<file path="src/common/aa_pkg.sv">
// ------------------------------
// aa_pkg shared widths, encodings and bundles
// for the AXI-Lite / AXI-Stream mailbox bridge
// ------------------------------
package aa_pkg;

  // ------------------------------
  // widths and sizes
  // ------------------------------
  // data path and remote address width
  localparam int AA_DATA_W     = 32;
  localparam int AA_STRB_W     = 4;
  // local AXI-Lite address width
  localparam int LS_ADDR_W     = 15;
  // mailbox depth and word index width
  localparam int AA_MBOX_WORDS = 8;
  localparam int AA_IDX_W      = 3;

  // ------------------------------
  // address pages
  // ------------------------------
  // remote address bits 27:8
  localparam logic [19:0] REMOTE_MBOX_PAGE = 20'h00020;
  localparam logic [19:0] REMOTE_REG_PAGE  = 20'h00021;
  // local address bits 11:8
  localparam logic [3:0]  LOCAL_MBOX_PAGE  = 4'h0;
  localparam logic [3:0]  LOCAL_REG_PAGE   = 4'h1;

  // cycle type carried in tuser
  typedef enum logic [1:0] {
    SS_AXIS = 2'b00,
    SS_WR   = 2'b01,
    SS_RD   = 2'b10,
    SS_RS   = 2'b11
  } ss_cyc_e;

  // access target after address decode
  typedef enum logic [1:0] {
    TGT_NONE = 2'b00,
    TGT_MBOX = 2'b01,
    TGT_REG  = 2'b10
  } target_e;

  // one register file access, local or remote
  // for TGT_REG only index bit 0 matters: 0 enable, 1 status
  typedef struct packed {
    logic                  write;
    target_e               target;
    logic [AA_IDX_W-1:0]   index;
    logic [AA_DATA_W-1:0]  data;
    logic [AA_STRB_W-1:0]  strb;
  } reg_access_t;

  // stream beat without the valid/ready pair
  typedef struct packed {
    logic [AA_DATA_W-1:0]  tdata;
    logic [AA_STRB_W-1:0]  tstrb;
    logic [AA_STRB_W-1:0]  tkeep;
    logic                  tlast;
    ss_cyc_e               tuser;
  } stream_beat_t;

endpackage

</file>
<file path="src/rtl/aa_axil_slave.sv">
// ------------------------------
// aa_axil_slave turns local AXI-Lite writes and reads
// into single-cycle register file accesses
// ------------------------------
module aa_axil_slave import aa_pkg::*; (
  input  logic                  axis_clk,
  input  logic                  axis_rst_n,
  input  logic                  cc_aa_enable,
  input  logic                  s_awvalid,
  input  logic [LS_ADDR_W-1:0]  s_awaddr,
  input  logic                  s_wvalid,
  input  logic [AA_DATA_W-1:0]  s_wdata,
  input  logic [AA_STRB_W-1:0]  s_wstrb,
  input  logic                  s_arvalid,
  input  logic [LS_ADDR_W-1:0]  s_araddr,
  input  logic                  s_rready,
  input  logic [AA_DATA_W-1:0]  lcl_rdata,
  output logic                  s_awready,
  output logic                  s_wready,
  output logic                  s_arready,
  output logic                  s_rvalid,
  output logic [AA_DATA_W-1:0]  s_rdata,
  output logic                  lcl_valid,
  output reg_access_t           lcl_access
);

  typedef enum logic [1:0] {
    SL_IDLE,
    SL_WR_ACC,
    SL_RD_ACC,
    SL_RD_HOLD
  } slv_state_e;

  slv_state_e             state_q;
  slv_state_e             state_d;
  logic [LS_ADDR_W-1:0]   addr;
  logic [AA_DATA_W-1:0]   rdata_q;

  // page decode on address bits 11:8
  function automatic target_e local_target(input logic [3:0] page);
    if (page == LOCAL_MBOX_PAGE) return TGT_MBOX;
    if (page == LOCAL_REG_PAGE) return TGT_REG;
    return TGT_NONE;
  endfunction

  // ------------------------------
  // state machine
  // ------------------------------
  always_comb begin
    state_d = state_q;
    case (state_q)
      // write wins when both are pending
      SL_IDLE: begin
        if (cc_aa_enable && s_awvalid && s_wvalid) begin
          state_d = SL_WR_ACC;
        end else if (cc_aa_enable && s_arvalid) begin
          state_d = SL_RD_ACC;
        end
      end
      SL_WR_ACC: state_d = SL_IDLE;
      SL_RD_ACC: state_d = SL_RD_HOLD;
      // hold read data until the master takes it
      SL_RD_HOLD: begin
        if (s_rready) begin
          state_d = SL_IDLE;
        end
      end
      default: state_d = SL_IDLE;
    endcase
  end

  always_ff @(posedge axis_clk or negedge axis_rst_n) begin
    if (!axis_rst_n) begin
      state_q <= SL_IDLE;
    end else begin
      state_q <= state_d;
    end
  end

  // read data captured during the accept cycle
  always_ff @(posedge axis_clk) begin
    if (state_q == SL_RD_ACC) begin
      rdata_q <= lcl_rdata;
    end
  end

  // ------------------------------
  // channel handshakes and access
  // ------------------------------
  assign s_awready = (state_q == SL_WR_ACC);
  assign s_wready  = (state_q == SL_WR_ACC);
  assign s_arready = (state_q == SL_RD_ACC);
  assign s_rvalid  = (state_q == SL_RD_HOLD);
  assign s_rdata   = rdata_q;

  // one strobe per accepted write or read
  assign lcl_valid = s_awready || s_arready;
  assign addr      = s_awready ? s_awaddr : s_araddr;

  assign lcl_access.write  = s_awready;
  assign lcl_access.target = local_target(addr[11:8]);
  assign lcl_access.index  = (local_target(addr[11:8]) == TGT_REG) ?
                             {{(AA_IDX_W-1){1'b0}}, addr[2]} : addr[4:2];
  assign lcl_access.data   = s_wdata;
  assign lcl_access.strb   = s_wstrb;

endmodule

</file>
<file path="src/rtl/aa_mailbox.sv">
// ------------------------------
// aa_mailbox holds the mailbox words and interrupt regs,
// arbitrates local over remote, buffers remote read data
// ------------------------------
module aa_mailbox import aa_pkg::*; (
  input  logic                  axis_clk,
  input  logic                  axis_rst_n,
  input  logic                  lcl_valid,
  input  reg_access_t           lcl_access,
  input  logic                  rmt_req,
  input  reg_access_t           rmt_access,
  input  logic                  rsp_ack,
  output logic [AA_DATA_W-1:0]  lcl_rdata,
  output logic                  rmt_ack,
  output logic                  rsp_req,
  output logic [AA_DATA_W-1:0]  rsp_data,
  output logic                  mb_irq
);

  logic [AA_DATA_W-1:0]  mbox [AA_MBOX_WORDS];
  logic                  intr_enable;
  logic                  intr_status;
  logic                  rsp_empty;
  logic                  rmt_do;
  logic                  rd_load;
  logic                  wr_en;
  reg_access_t           wr_acc;
  logic                  status_clr;
  logic                  status_set;

  // zero for misses, bit 0 only for the registers
  function automatic logic [AA_DATA_W-1:0] read_word(input reg_access_t acc);
    case (acc.target)
      TGT_MBOX: return mbox[acc.index];
      TGT_REG:  return {{(AA_DATA_W-1){1'b0}}, acc.index[0] ? intr_status : intr_enable};
      default:  return '0;
    endcase
  endfunction

  // byte lanes from new_word where strb is set
  function automatic logic [AA_DATA_W-1:0] merge_bytes(input logic [AA_DATA_W-1:0] old_word,
                                                       input logic [AA_DATA_W-1:0] new_word,
                                                       input logic [AA_STRB_W-1:0] strb);
    logic [AA_DATA_W-1:0] res;
    res = old_word;
    for (int b = 0; b < AA_STRB_W; b++) begin
      if (strb[b]) begin
        res[8*b +: 8] = new_word[8*b +: 8];
      end
    end
    return res;
  endfunction

  // ------------------------------
  // arbitration
  // ------------------------------
  // remote waits for a free cycle, reads also for an empty buffer
  assign rsp_empty = !rsp_req && !rsp_ack;
  assign rmt_do    = rmt_req && !rmt_ack && !lcl_valid && (rmt_access.write || rsp_empty);
  assign rd_load   = rmt_do && !rmt_access.write;

  // single write port, local side first
  assign wr_acc = lcl_valid ? lcl_access : rmt_access;
  assign wr_en  = (lcl_valid && lcl_access.write) || (rmt_do && rmt_access.write);

  assign lcl_rdata = read_word(lcl_access);

  always_ff @(posedge axis_clk) begin
    if (wr_en && wr_acc.target == TGT_MBOX) begin
      mbox[wr_acc.index] <= merge_bytes(mbox[wr_acc.index], wr_acc.data, wr_acc.strb);
    end
  end

  // ------------------------------
  // interrupt registers
  // ------------------------------
  // write one to clear from the local side only
  assign status_clr = lcl_valid && lcl_access.write && lcl_access.target == TGT_REG &&
                      lcl_access.index[0] && lcl_access.strb[0] && lcl_access.data[0];
  assign status_set = rmt_do && rmt_access.write && rmt_access.target == TGT_MBOX &&
                      (|rmt_access.strb);

  always_ff @(posedge axis_clk or negedge axis_rst_n) begin
    if (!axis_rst_n) begin
      intr_enable <= 1'b0;
      intr_status <= 1'b0;
    end else begin
      if (wr_en && wr_acc.target == TGT_REG && !wr_acc.index[0] && wr_acc.strb[0]) begin
        intr_enable <= wr_acc.data[0];
      end
      if (status_clr) begin
        intr_status <= 1'b0;
      end else if (status_set) begin
        intr_status <= 1'b1;
      end
    end
  end

  assign mb_irq = intr_status && intr_enable;

  // ------------------------------
  // req/ack toward rx and tx
  // ------------------------------
  always_ff @(posedge axis_clk or negedge axis_rst_n) begin
    if (!axis_rst_n) begin
      rmt_ack <= 1'b0;
      rsp_req <= 1'b0;
    end else begin
      if (!rmt_req) begin
        rmt_ack <= 1'b0;
      end else if (rmt_do) begin
        rmt_ack <= 1'b1;
      end
      // buffer frees once tx acks
      if (rd_load) begin
        rsp_req <= 1'b1;
      end else if (rsp_ack) begin
        rsp_req <= 1'b0;
      end
    end
  end

  always_ff @(posedge axis_clk) begin
    if (rd_load) begin
      rsp_data <= read_word(rmt_access);
    end
  end

endmodule

</file>
<file path="src/rtl/axil_axis_top.sv">
// ------------------------------
// axil_axis_top mailbox bridge between the local
// AXI-Lite slave port and the remote stream link
// ------------------------------
module axil_axis_top import aa_pkg::*; (
  input  logic                  axis_clk,
  input  logic                  axis_rst_n,
  // AXI-Lite slave
  input  logic                  s_awvalid,
  input  logic [LS_ADDR_W-1:0]  s_awaddr,
  output logic                  s_awready,
  input  logic                  s_wvalid,
  input  logic [AA_DATA_W-1:0]  s_wdata,
  input  logic [AA_STRB_W-1:0]  s_wstrb,
  output logic                  s_wready,
  input  logic                  s_arvalid,
  input  logic [LS_ADDR_W-1:0]  s_araddr,
  output logic                  s_arready,
  output logic [AA_DATA_W-1:0]  s_rdata,
  output logic                  s_rvalid,
  input  logic                  s_rready,
  // stream in
  input  stream_beat_t          as_aa,
  input  logic                  as_aa_tvalid,
  output logic                  aa_as_tready,
  // stream out
  output stream_beat_t          aa_as,
  output logic                  aa_as_tvalid,
  input  logic                  as_aa_tready,
  // misc
  input  logic                  cc_aa_enable,
  output logic                  mb_irq
);

  logic                  lcl_valid;
  reg_access_t           lcl_access;
  logic [AA_DATA_W-1:0]  lcl_rdata;
  logic                  rmt_req;
  logic                  rmt_ack;
  reg_access_t           rmt_access;
  logic                  rsp_req;
  logic                  rsp_ack;
  logic [AA_DATA_W-1:0]  rsp_data;

  // local path
  aa_axil_slave i_axil_slave (.*);

  // remote path, rx then mailbox then tx
  aa_stream_rx i_stream_rx (.*);

  aa_mailbox i_mailbox (.*);

  aa_stream_tx i_stream_tx (.*);

endmodule

</file>
<file path="src/stream/aa_stream_rx.sv">
// ------------------------------
// aa_stream_rx collects remote write and read frames
// and hands them to the mailbox over req/ack
// ------------------------------
module aa_stream_rx import aa_pkg::*; (
  input  logic          axis_clk,
  input  logic          axis_rst_n,
  input  stream_beat_t  as_aa,
  input  logic          as_aa_tvalid,
  input  logic          rmt_ack,
  output logic          aa_as_tready,
  output logic          rmt_req,
  output reg_access_t   rmt_access
);

  typedef enum logic [1:0] {
    RX_IDLE,
    RX_WDATA,
    RX_REQ,
    RX_WAIT_REL
  } rx_state_e;

  rx_state_e              state_q;
  logic                   beat_ok;
  logic [AA_DATA_W-1:0]   addr_q;
  logic [AA_DATA_W-1:0]   data_q;
  logic [AA_STRB_W-1:0]   strb_q;
  logic                   wr_q;
  target_e                tgt;

  // remote page decode on bits 27:8
  assign tgt = (addr_q[27:8] == REMOTE_MBOX_PAGE) ? TGT_MBOX :
               (addr_q[27:8] == REMOTE_REG_PAGE)  ? TGT_REG  : TGT_NONE;

  // ready only while collecting beats
  assign aa_as_tready = (state_q == RX_IDLE) || (state_q == RX_WDATA);
  assign beat_ok      = aa_as_tready && as_aa_tvalid;

  // ------------------------------
  // frame state machine
  // ------------------------------
  always_ff @(posedge axis_clk or negedge axis_rst_n) begin
    if (!axis_rst_n) begin
      state_q <= RX_IDLE;
    end else begin
      case (state_q)
        // axis and rs beats fall through and are dropped
        RX_IDLE: begin
          if (beat_ok && as_aa.tuser == SS_WR) begin
            state_q <= RX_WDATA;
          end else if (beat_ok && as_aa.tuser == SS_RD) begin
            state_q <= RX_REQ;
          end
        end
        // miss writes end here with no request
        RX_WDATA: begin
          if (beat_ok) begin
            state_q <= (tgt == TGT_NONE) ? RX_IDLE : RX_REQ;
          end
        end
        RX_REQ: begin
          if (rmt_ack) begin
            state_q <= RX_WAIT_REL;
          end
        end
        RX_WAIT_REL: begin
          if (!rmt_ack) begin
            state_q <= RX_IDLE;
          end
        end
        default: state_q <= RX_IDLE;
      endcase
    end
  end

  // beat 1 gives address and strobes, beat 2 the data
  always_ff @(posedge axis_clk) begin
    if (beat_ok && state_q == RX_IDLE) begin
      addr_q <= as_aa.tdata;
      strb_q <= as_aa.tstrb;
      wr_q   <= (as_aa.tuser == SS_WR);
    end else if (beat_ok) begin
      data_q <= as_aa.tdata;
    end
  end

  assign rmt_req           = (state_q == RX_REQ);
  assign rmt_access.write  = wr_q;
  assign rmt_access.target = tgt;
  // register select comes from address bit 2
  assign rmt_access.index  = (tgt == TGT_REG) ?
                             {{(AA_IDX_W-1){1'b0}}, addr_q[2]} : addr_q[4:2];
  assign rmt_access.data   = data_q;
  assign rmt_access.strb   = strb_q;

endmodule

</file>
<file path="src/stream/aa_stream_tx.sv">
// ------------------------------
// aa_stream_tx sends one SS_RS beat per remote read
// ------------------------------
module aa_stream_tx import aa_pkg::*; (
  input  logic                  axis_clk,
  input  logic                  axis_rst_n,
  input  logic                  rsp_req,
  input  logic [AA_DATA_W-1:0]  rsp_data,
  input  logic                  as_aa_tready,
  output stream_beat_t          aa_as,
  output logic                  aa_as_tvalid,
  output logic                  rsp_ack
);

  typedef enum logic [1:0] {
    TX_IDLE,
    TX_SEND,
    TX_ACK
  } tx_state_e;

  tx_state_e              state_q;
  logic [AA_DATA_W-1:0]   data_q;

  // ------------------------------
  // response state machine
  // ------------------------------
  always_ff @(posedge axis_clk or negedge axis_rst_n) begin
    if (!axis_rst_n) begin
      state_q <= TX_IDLE;
    end else begin
      case (state_q)
        // req seen high here is always a fresh rise
        TX_IDLE: begin
          if (rsp_req) begin
            state_q <= TX_SEND;
          end
        end
        TX_SEND: begin
          if (as_aa_tready) begin
            state_q <= TX_ACK;
          end
        end
        // ack held until the buffer drops req
        TX_ACK: begin
          if (!rsp_req) begin
            state_q <= TX_IDLE;
          end
        end
        default: state_q <= TX_IDLE;
      endcase
    end
  end

  // beat data frozen while tvalid is up
  always_ff @(posedge axis_clk) begin
    if (state_q == TX_IDLE && rsp_req) begin
      data_q <= rsp_data;
    end
  end

  assign aa_as_tvalid = (state_q == TX_SEND);
  assign rsp_ack      = (state_q == TX_ACK);
  assign aa_as        = '{tdata: data_q, tstrb: '1, tkeep: '1, tlast: 1'b1, tuser: SS_RS};

endmodule

</file>
<file path="config.mk">
export PLATFORM = sky130hd
export DESIGN_NAME = axil_axis_top
export DESIGN_NICKNAME = d
export VERILOG_FILES = /design/src/common/aa_pkg.sv /design/src/rtl/aa_axil_slave.sv /design/src/rtl/aa_mailbox.sv /design/src/rtl/axil_axis_top.sv /design/src/stream/aa_stream_rx.sv /design/src/stream/aa_stream_tx.sv
export SDC_FILE = /design/constraint.sdc
export NUM_CORES = 1
export LEC_CHECK = 0
export BUFFER_PORTS_ARGS = -buffer_cell sky130_fd_sc_hd__buf_2
export CORE_ASPECT_RATIO = 0.5
export CORE_MARGIN = 2
export CORE_UTILIZATION = 43
export CTS_BUF_LIST = sky130_fd_sc_hd__clkbuf_4 sky130_fd_sc_hd__clkbuf_8
export CTS_CLUSTER_SIZE = 40
export DETAILED_ROUTE_END_ITERATION = 6
export PLACE_DENSITY = 0.66
export SYNTH_ARGS = -nofsm -noshare
export SYNTH_HDL_FRONTEND = slang
export SYNTH_HIERARCHICAL = 1
export SYNTH_SLANG_ARGS = --single-unit
</file>
<file path="constraint.sdc">
create_clock -name axis_clk -period 15.55 [get_ports axis_clk]
set_input_delay 2.3325 -clock axis_clk [delete_from_list [all_inputs] [get_ports axis_clk]]
set_output_delay 2.3325 -clock axis_clk [all_outputs]
set_load 0.005 [all_outputs]
</file>
# Word-level counts from Yosys, hierarchy flattened
# Memories as Yosys holds them, arrays and structs flattened.
# Index checks and enable logic that the tools add are counted.
# totals
reg_bits	171
ramBits	256
inputBits	118
output_inout_bits	82
elab_cells	149
mem_count	1
# classes
n_eq_ne	33
muxes	48
n_bitwise	1
reduce_logical	52
# memory_table
name	depth	word_bits	rd	rd_clocked_by_memory_dff	write_ports	line_no	rtl
i_mailbox.mbox	8	32	2	0	1	aa_mailbox.sv:20	logic [AA_DATA_W-1:0] mbox [AA_MBOX_WORDS];
# op_table
cell	count
32-bit case mux with 2 select lines	2
8-bit 2-to-1 mux	8
41-bit 2-to-1 mux	1
20-bit by 6-bit equality test with 1-bit output (second input constant)	2
2-bit 2-to-1 mux	18
1-bit logical AND	26
2-bit equality test (second input constant)	9
2-bit != test (second input constant)	9
2-bit case mux with 4 select lines	2
2-bit by 1-bit equality test with 1-bit output (second input constant)	7
1-bit 2-to-1 mux	13
12-bit 2-to-1 mux	1
2-bit AND reduction	6
2-bit logical NOT	4
1-bit logical NOT	6
3-bit 2-to-1 mux	2
2-bit by 1-bit != test with 1-bit output (second input constant)	3
3-bit by 1-bit != test with 1-bit output (second input constant)	2
2-bit case mux with 3 select lines	1
4-bit by 1-bit equality test with 1-bit output (second input constant)	1
4-bit logical NOT	1
1-bit logical OR	4
4-bit AND reduction	1
2-bit nonzero test	2
other kinds (3)	3

# Depth between registers and ports, before layout
# logic_depth
word_depth	15
depth_mapped	13

# By module
# Netlist, hierarchy kept.
# by_module_without_submodules
mod	n_inst	cells_each	area_each_um2
aa_mailbox	1	807	13739.4
aa_stream_rx	1	89	2034.5
aa_axil_slave	1	102	1545.2
aa_stream_tx	1	52	1138.6

# Worst setup path before layout
# OpenSTA, ideal clock, no wires.
# synth_path
kind	flip-flop to flip-flop
from	register i_axil_slave.state_q[0]
to	register i_mailbox.rsp_data[0] (enable)
setup_ns	0.501
t_arrival_ns	4.440
required_time_ns	15.049
slack_ns	10.609
path_stages_with_launch	6
n_path_buf	1
synth_period_minus_slack_ns	4.941
path_cell_list	dfrtp_1 -> inv_1 -> ha_1 -> buf_2 -> or3b_2 -> nor4_1
# synth_via
elab_chain_cells	6
elab_cells_between_ends	7
cone_classes	2 x eq/ne; 5 x reduce/logical
# synth_rtl
element	line_no	rtl
start, declared	aa_axil_slave.sv:34	slv_state_e state_q;
start signal, assigned	aa_axil_slave.sv:76	state_q <= state_d;
2-bit by 1-bit equality test with 1-bit output or 2-bit equality test (tied branches)	aa_axil_slave.sv:90, aa_axil_slave.sv:92	
1-bit logical OR (*)	aa_axil_slave.sv:97	assign lcl_valid = s_awready || s_arready;
via lcl_valid	axil_axis_top.sv:35	logic lcl_valid;
1-bit logical NOT (*)	aa_mailbox.sv:59	assign rmt_do = rmt_req && !rmt_ack && !lcl_valid && (rmt_access.write || rsp_empty);
1-bit logical AND (*) (2 in series)	aa_mailbox.sv:59	
1-bit logical AND (*)	aa_mailbox.sv:60	assign rd_load = rmt_do && !rmt_access.write;
via i_mailbox.rd_load	aa_mailbox.sv:25	logic rd_load;
end signal, assigned	aa_mailbox.sv:125	rsp_data <= read_word(rmt_access);
end, declared	aa_mailbox.sv:16	output logic [AA_DATA_W-1:0] rsp_data,
# The timed path passes the listed nets; every way through them passes the cells marked *.
# A chain may end at the register's enable or synchronous reset.

==> key figures <==
Outcome
  • Status: completed

Clock tree
  • H-tree levels: 2
  • Post-CTS setup buffers: 0
  • Worst-Skew Late Latency: 0.62 ns
  • Clk sinks: 422
  • Num CTS Buffers: 61
  • # hold bufs at CTS: 0
  • CTS root buf: clkbuf_8
  • CTS tree: built
  • CTS resizes: 0
  • Clk slew on worst S/H paths: about 0.06 ns
  • Clock Tree Buf Depth: 3

Drt
  • Vias per cell: 5.54
  • Drt wl/cell: approximately 24 µm
  • Initial DRC count: 964
  • Detailed Routing Iterations Pass 1: 5
  • Via count: around 10000
  • Antenna Nets Post-Route: 0
  • DRC violations left: 0
  • Wirelength, routed: 43500 µm

Timing
  • Tmin final: 5.50 ns
  • Max-slew headroom: between 20% and 30%
  • Setup_tns: 0 ns
  • Period utilization: 35.4%
  • Final max-slew violation count: 0
  • Fmax: 182 MHz
  • Final hold viol count: 0
  • Worst slew pin tran: 1.13 ns
  • RSZ-0062 raised after global routing: false
  • Final setup viols: 0
  • Post-Route Skew: 0.0227 ns

Power and ir drop
  • Comb pwr share: 26.5%
  • Reg power frac: a little under half
  • Power Dens Cells: 157 nW/µm²
  • Peak supply drop: 0.101 mV
  • NetSw: 0.972 mW
  • Pint: 2.27 mW
  • Clock share of power: 26.6%
  • Switching share of power: around 30%
  • Design Power: 3.24 mW
  • LEAKAGE: roughly 7 nW

Die
  • Die Width: 297 µm
  • Io pins: 200
  • Die area: 44700 µm²
  • Initial Utilization: 43.8%
  • Core footprint: 42200 µm²
  • FP Rows: 53
  • Die Y: 151 µm

Placed design
  • RePlAce Congestion: ~0.80
  • Dpl hpwl: 26300 µm
  • IO buf count: 167
  • Placed Instances: about 1700

Yosys
  • Synth warnings: 6
  • Post-synth top area share: 67.0%
  • XOR/XNOR share of the synthesized area: 0%
  • Simple-Gate Fraction of Synth Area: 5.63%
  • Largest cells by area after synthesis: edfxtp_1, mux4_2, nand2_1
  • Count of cell types in the netlist: 57
  • Synth Register Bits: 422
  • Number of flops mapped to enable cells by yosys: about 410
  • Yosys top cell by area: edfxtp_1
  • Mux contribution to synthesized area: 18.5%
  • Synth Area in Adders: 0.542%
  • Main combinational cell family by area after synthesis: multiplexers
  • Gate Count Post-Synth: 1050
  • Synth Area in Compound Gates: under 10%
  • Synth Flop Type: edfxtp_1
  • Synthesized cell area: 18500 µm²
  • Mean Syn Cell Area: 17.6 µm²
  • Sequential share of the synthesized area: 68.4%
  • Async S/R FF share, synth: under 10%

Worst setup path
  • Setup CP Type: in2reg
  • Req. time, crit path: 15.76 ns
  • CP Cell Sequence: buf_2 -> nor2b_1 -> o22a_2 -> nor2_2 -> buf_4 -> inv_2 -> nor3b_1 -> o21ai_1 -> nor2_1
  • CP Capture Type: register
  • Arr. time, crit path: 5.71 ns
  • Crit path launch type: input port
  • Buffer and inverter count on the worst path: 3
  • Crit-path max cell delay: 0.97 ns
  • CP max-delay cell: nor2_1
  • Crit path max-delay family: simple AND/OR/NAND/NOR gates
  • Worst Path Max Fanout: 35

Finish
  • Commonest non-fill, non-tap cell in the layout: edfxtp_1
  • Register area: approximately 13000 µm²
  • Diode count: 0
  • Footprint of the multi-input gates: just over 5000 µm²
  • Share of cells above drive strength 1: 37.7%
  • Layout fillers: 3544
  • Layout area overhead: 11.9%
  • Fin cells: approximately 1800
  • Commonest non-fill, non-tap cells in the layout: edfxtp_1, buf_2, nand2_1
  • Fin nets: 1321

GRT
  • Largest net degree at the start of global routing: roughly 70
  • Total congestion overflow: 0
  • Gr usage total: between 10% and 20%
  • Number of global-route vias before repair: between 10000 and 15000
  • Initial antenna violation count: 2
  • First-pass GRT wire length: 63100 µm

Job
  • Maximum Capacitance Violations: 0

Hold path
  • HP Class: reg2reg
cell type report:
type,count,share of cell area [%]
clock inverter,14,0.412
tap,577,3.49
multi-input combinational,517,24.9
inverter,11,0.200
clock buffer,90,5.27
sequential,422,61.1
timing repair buffer,182,4.59
power groups by stage:
| stage | Combinational [mW] | Sequential, mW | Clock [mW] |
|---|---|---|---|
| after floorplan | 0.599 | 1.54 | 0 |
| after global placement | 0.837 | 1.54 | 0 |
| after detailed placement | 0.866 | 1.54 | 0 |
| after CTS | 0.868 | 1.52 | 0.878 |
| after global routing | 0.922 | 1.53 | 0.925 |
| final | 0.859 | 1.52 | 0.863 |
stage by stage:
step	setup slack [ns]	cell area [µm²]	hold slack (ns)	util, %
6_report	10.05	20700	0.419	49.0
2_1_floorplan	10.61	18500	0.400	-
5_1_grt	9.97	20700	0.429	49.0
4_1_cts	10.10	20700	0.421	49.0
3_5_place_dp	9.45	19500	0.406	46.2
3_3_place_gp	9.60	19500	0.405	46.2
cells in the mapped netlist, drive strengths merged, types with 2 or more instances:
library cell,n
and4,2
dfrtp,10
nor3b,3
mux2i,9
nand3,3
and3,3
buf,91
and2b,2
ha,8
nor2,47
nor2b,4
or3b,2
o21ai,7
edfxtp,412
clkinv,2
nand4,2
nand3b,3
nor3,2
a31oi,2
mux2,41
mux4,126
inv,9
and2,5
clkbuf,19
a21oi,65
nor4,7
a21boi,5
nand2b,4
nand2,142
o2111ai,2
path summary, 6_finish.rpt:
kind                                         startpoint  cells past startpoint                      end  slack (ns)
worst max-delay path                        s_araddr[8]                      9    i_mailbox/mbox[4][31]       10.05
worst min-delay path             i_mailbox/rsp_data[24]                      0   i_stream_tx/data_q[24]        0.42
worst max register to register  i_axil_slave/state_q[1]                     10     i_mailbox/mbox[3][1]       10.72
worst min register to register   i_mailbox/rsp_data[24]                      0   i_stream_tx/data_q[24]        0.42
max in group asynchronous                    axis_rst_n                      1  i_axil_slave/state_q[0]       13.74
min in group asynchronous                    axis_rst_n                      1   i_stream_rx/state_q[0]        1.58
kinds of logic after synthesis:
family                     Yosys count
and+or+nand+nor                    233
AOI/OAI and AO/OA                   89
adders and majority gates            8
muxes                              176
DFF                                422
buffers and inverters              121
other                                1
registers in the layout, indices dropped and copies added (netlist names), 2 cells and up:
| register | count |
|---|---|
| i_mailbox/mbox | 256 |
| i_stream_tx/data_q | 32 |
| i_stream_tx/state_q | 2 |
| i_stream_rx/addr_q | 23 |
| i_axil_slave/s_rdata | 32 |
| i_stream_rx/state_q | 2 |
| i_axil_slave/state_q | 2 |
| i_mailbox/rsp_data | 32 |
| i_stream_rx/data_q | 32 |
| i_stream_rx/strb_q | 4 |
per-layer routing:
layer | vias up | wire length [µm] | GRT usage (%)
met2 | 397 | 21700 | 32.3
met1 | 5227 | 17700 | 25.7
met4 | 0 | 897 | 5.71
li1 | 4363 | - | -
met3 | 63 | 3140 | 3.49
met5 | - | 0 | 0
Power figures use the tool's default switching activity.
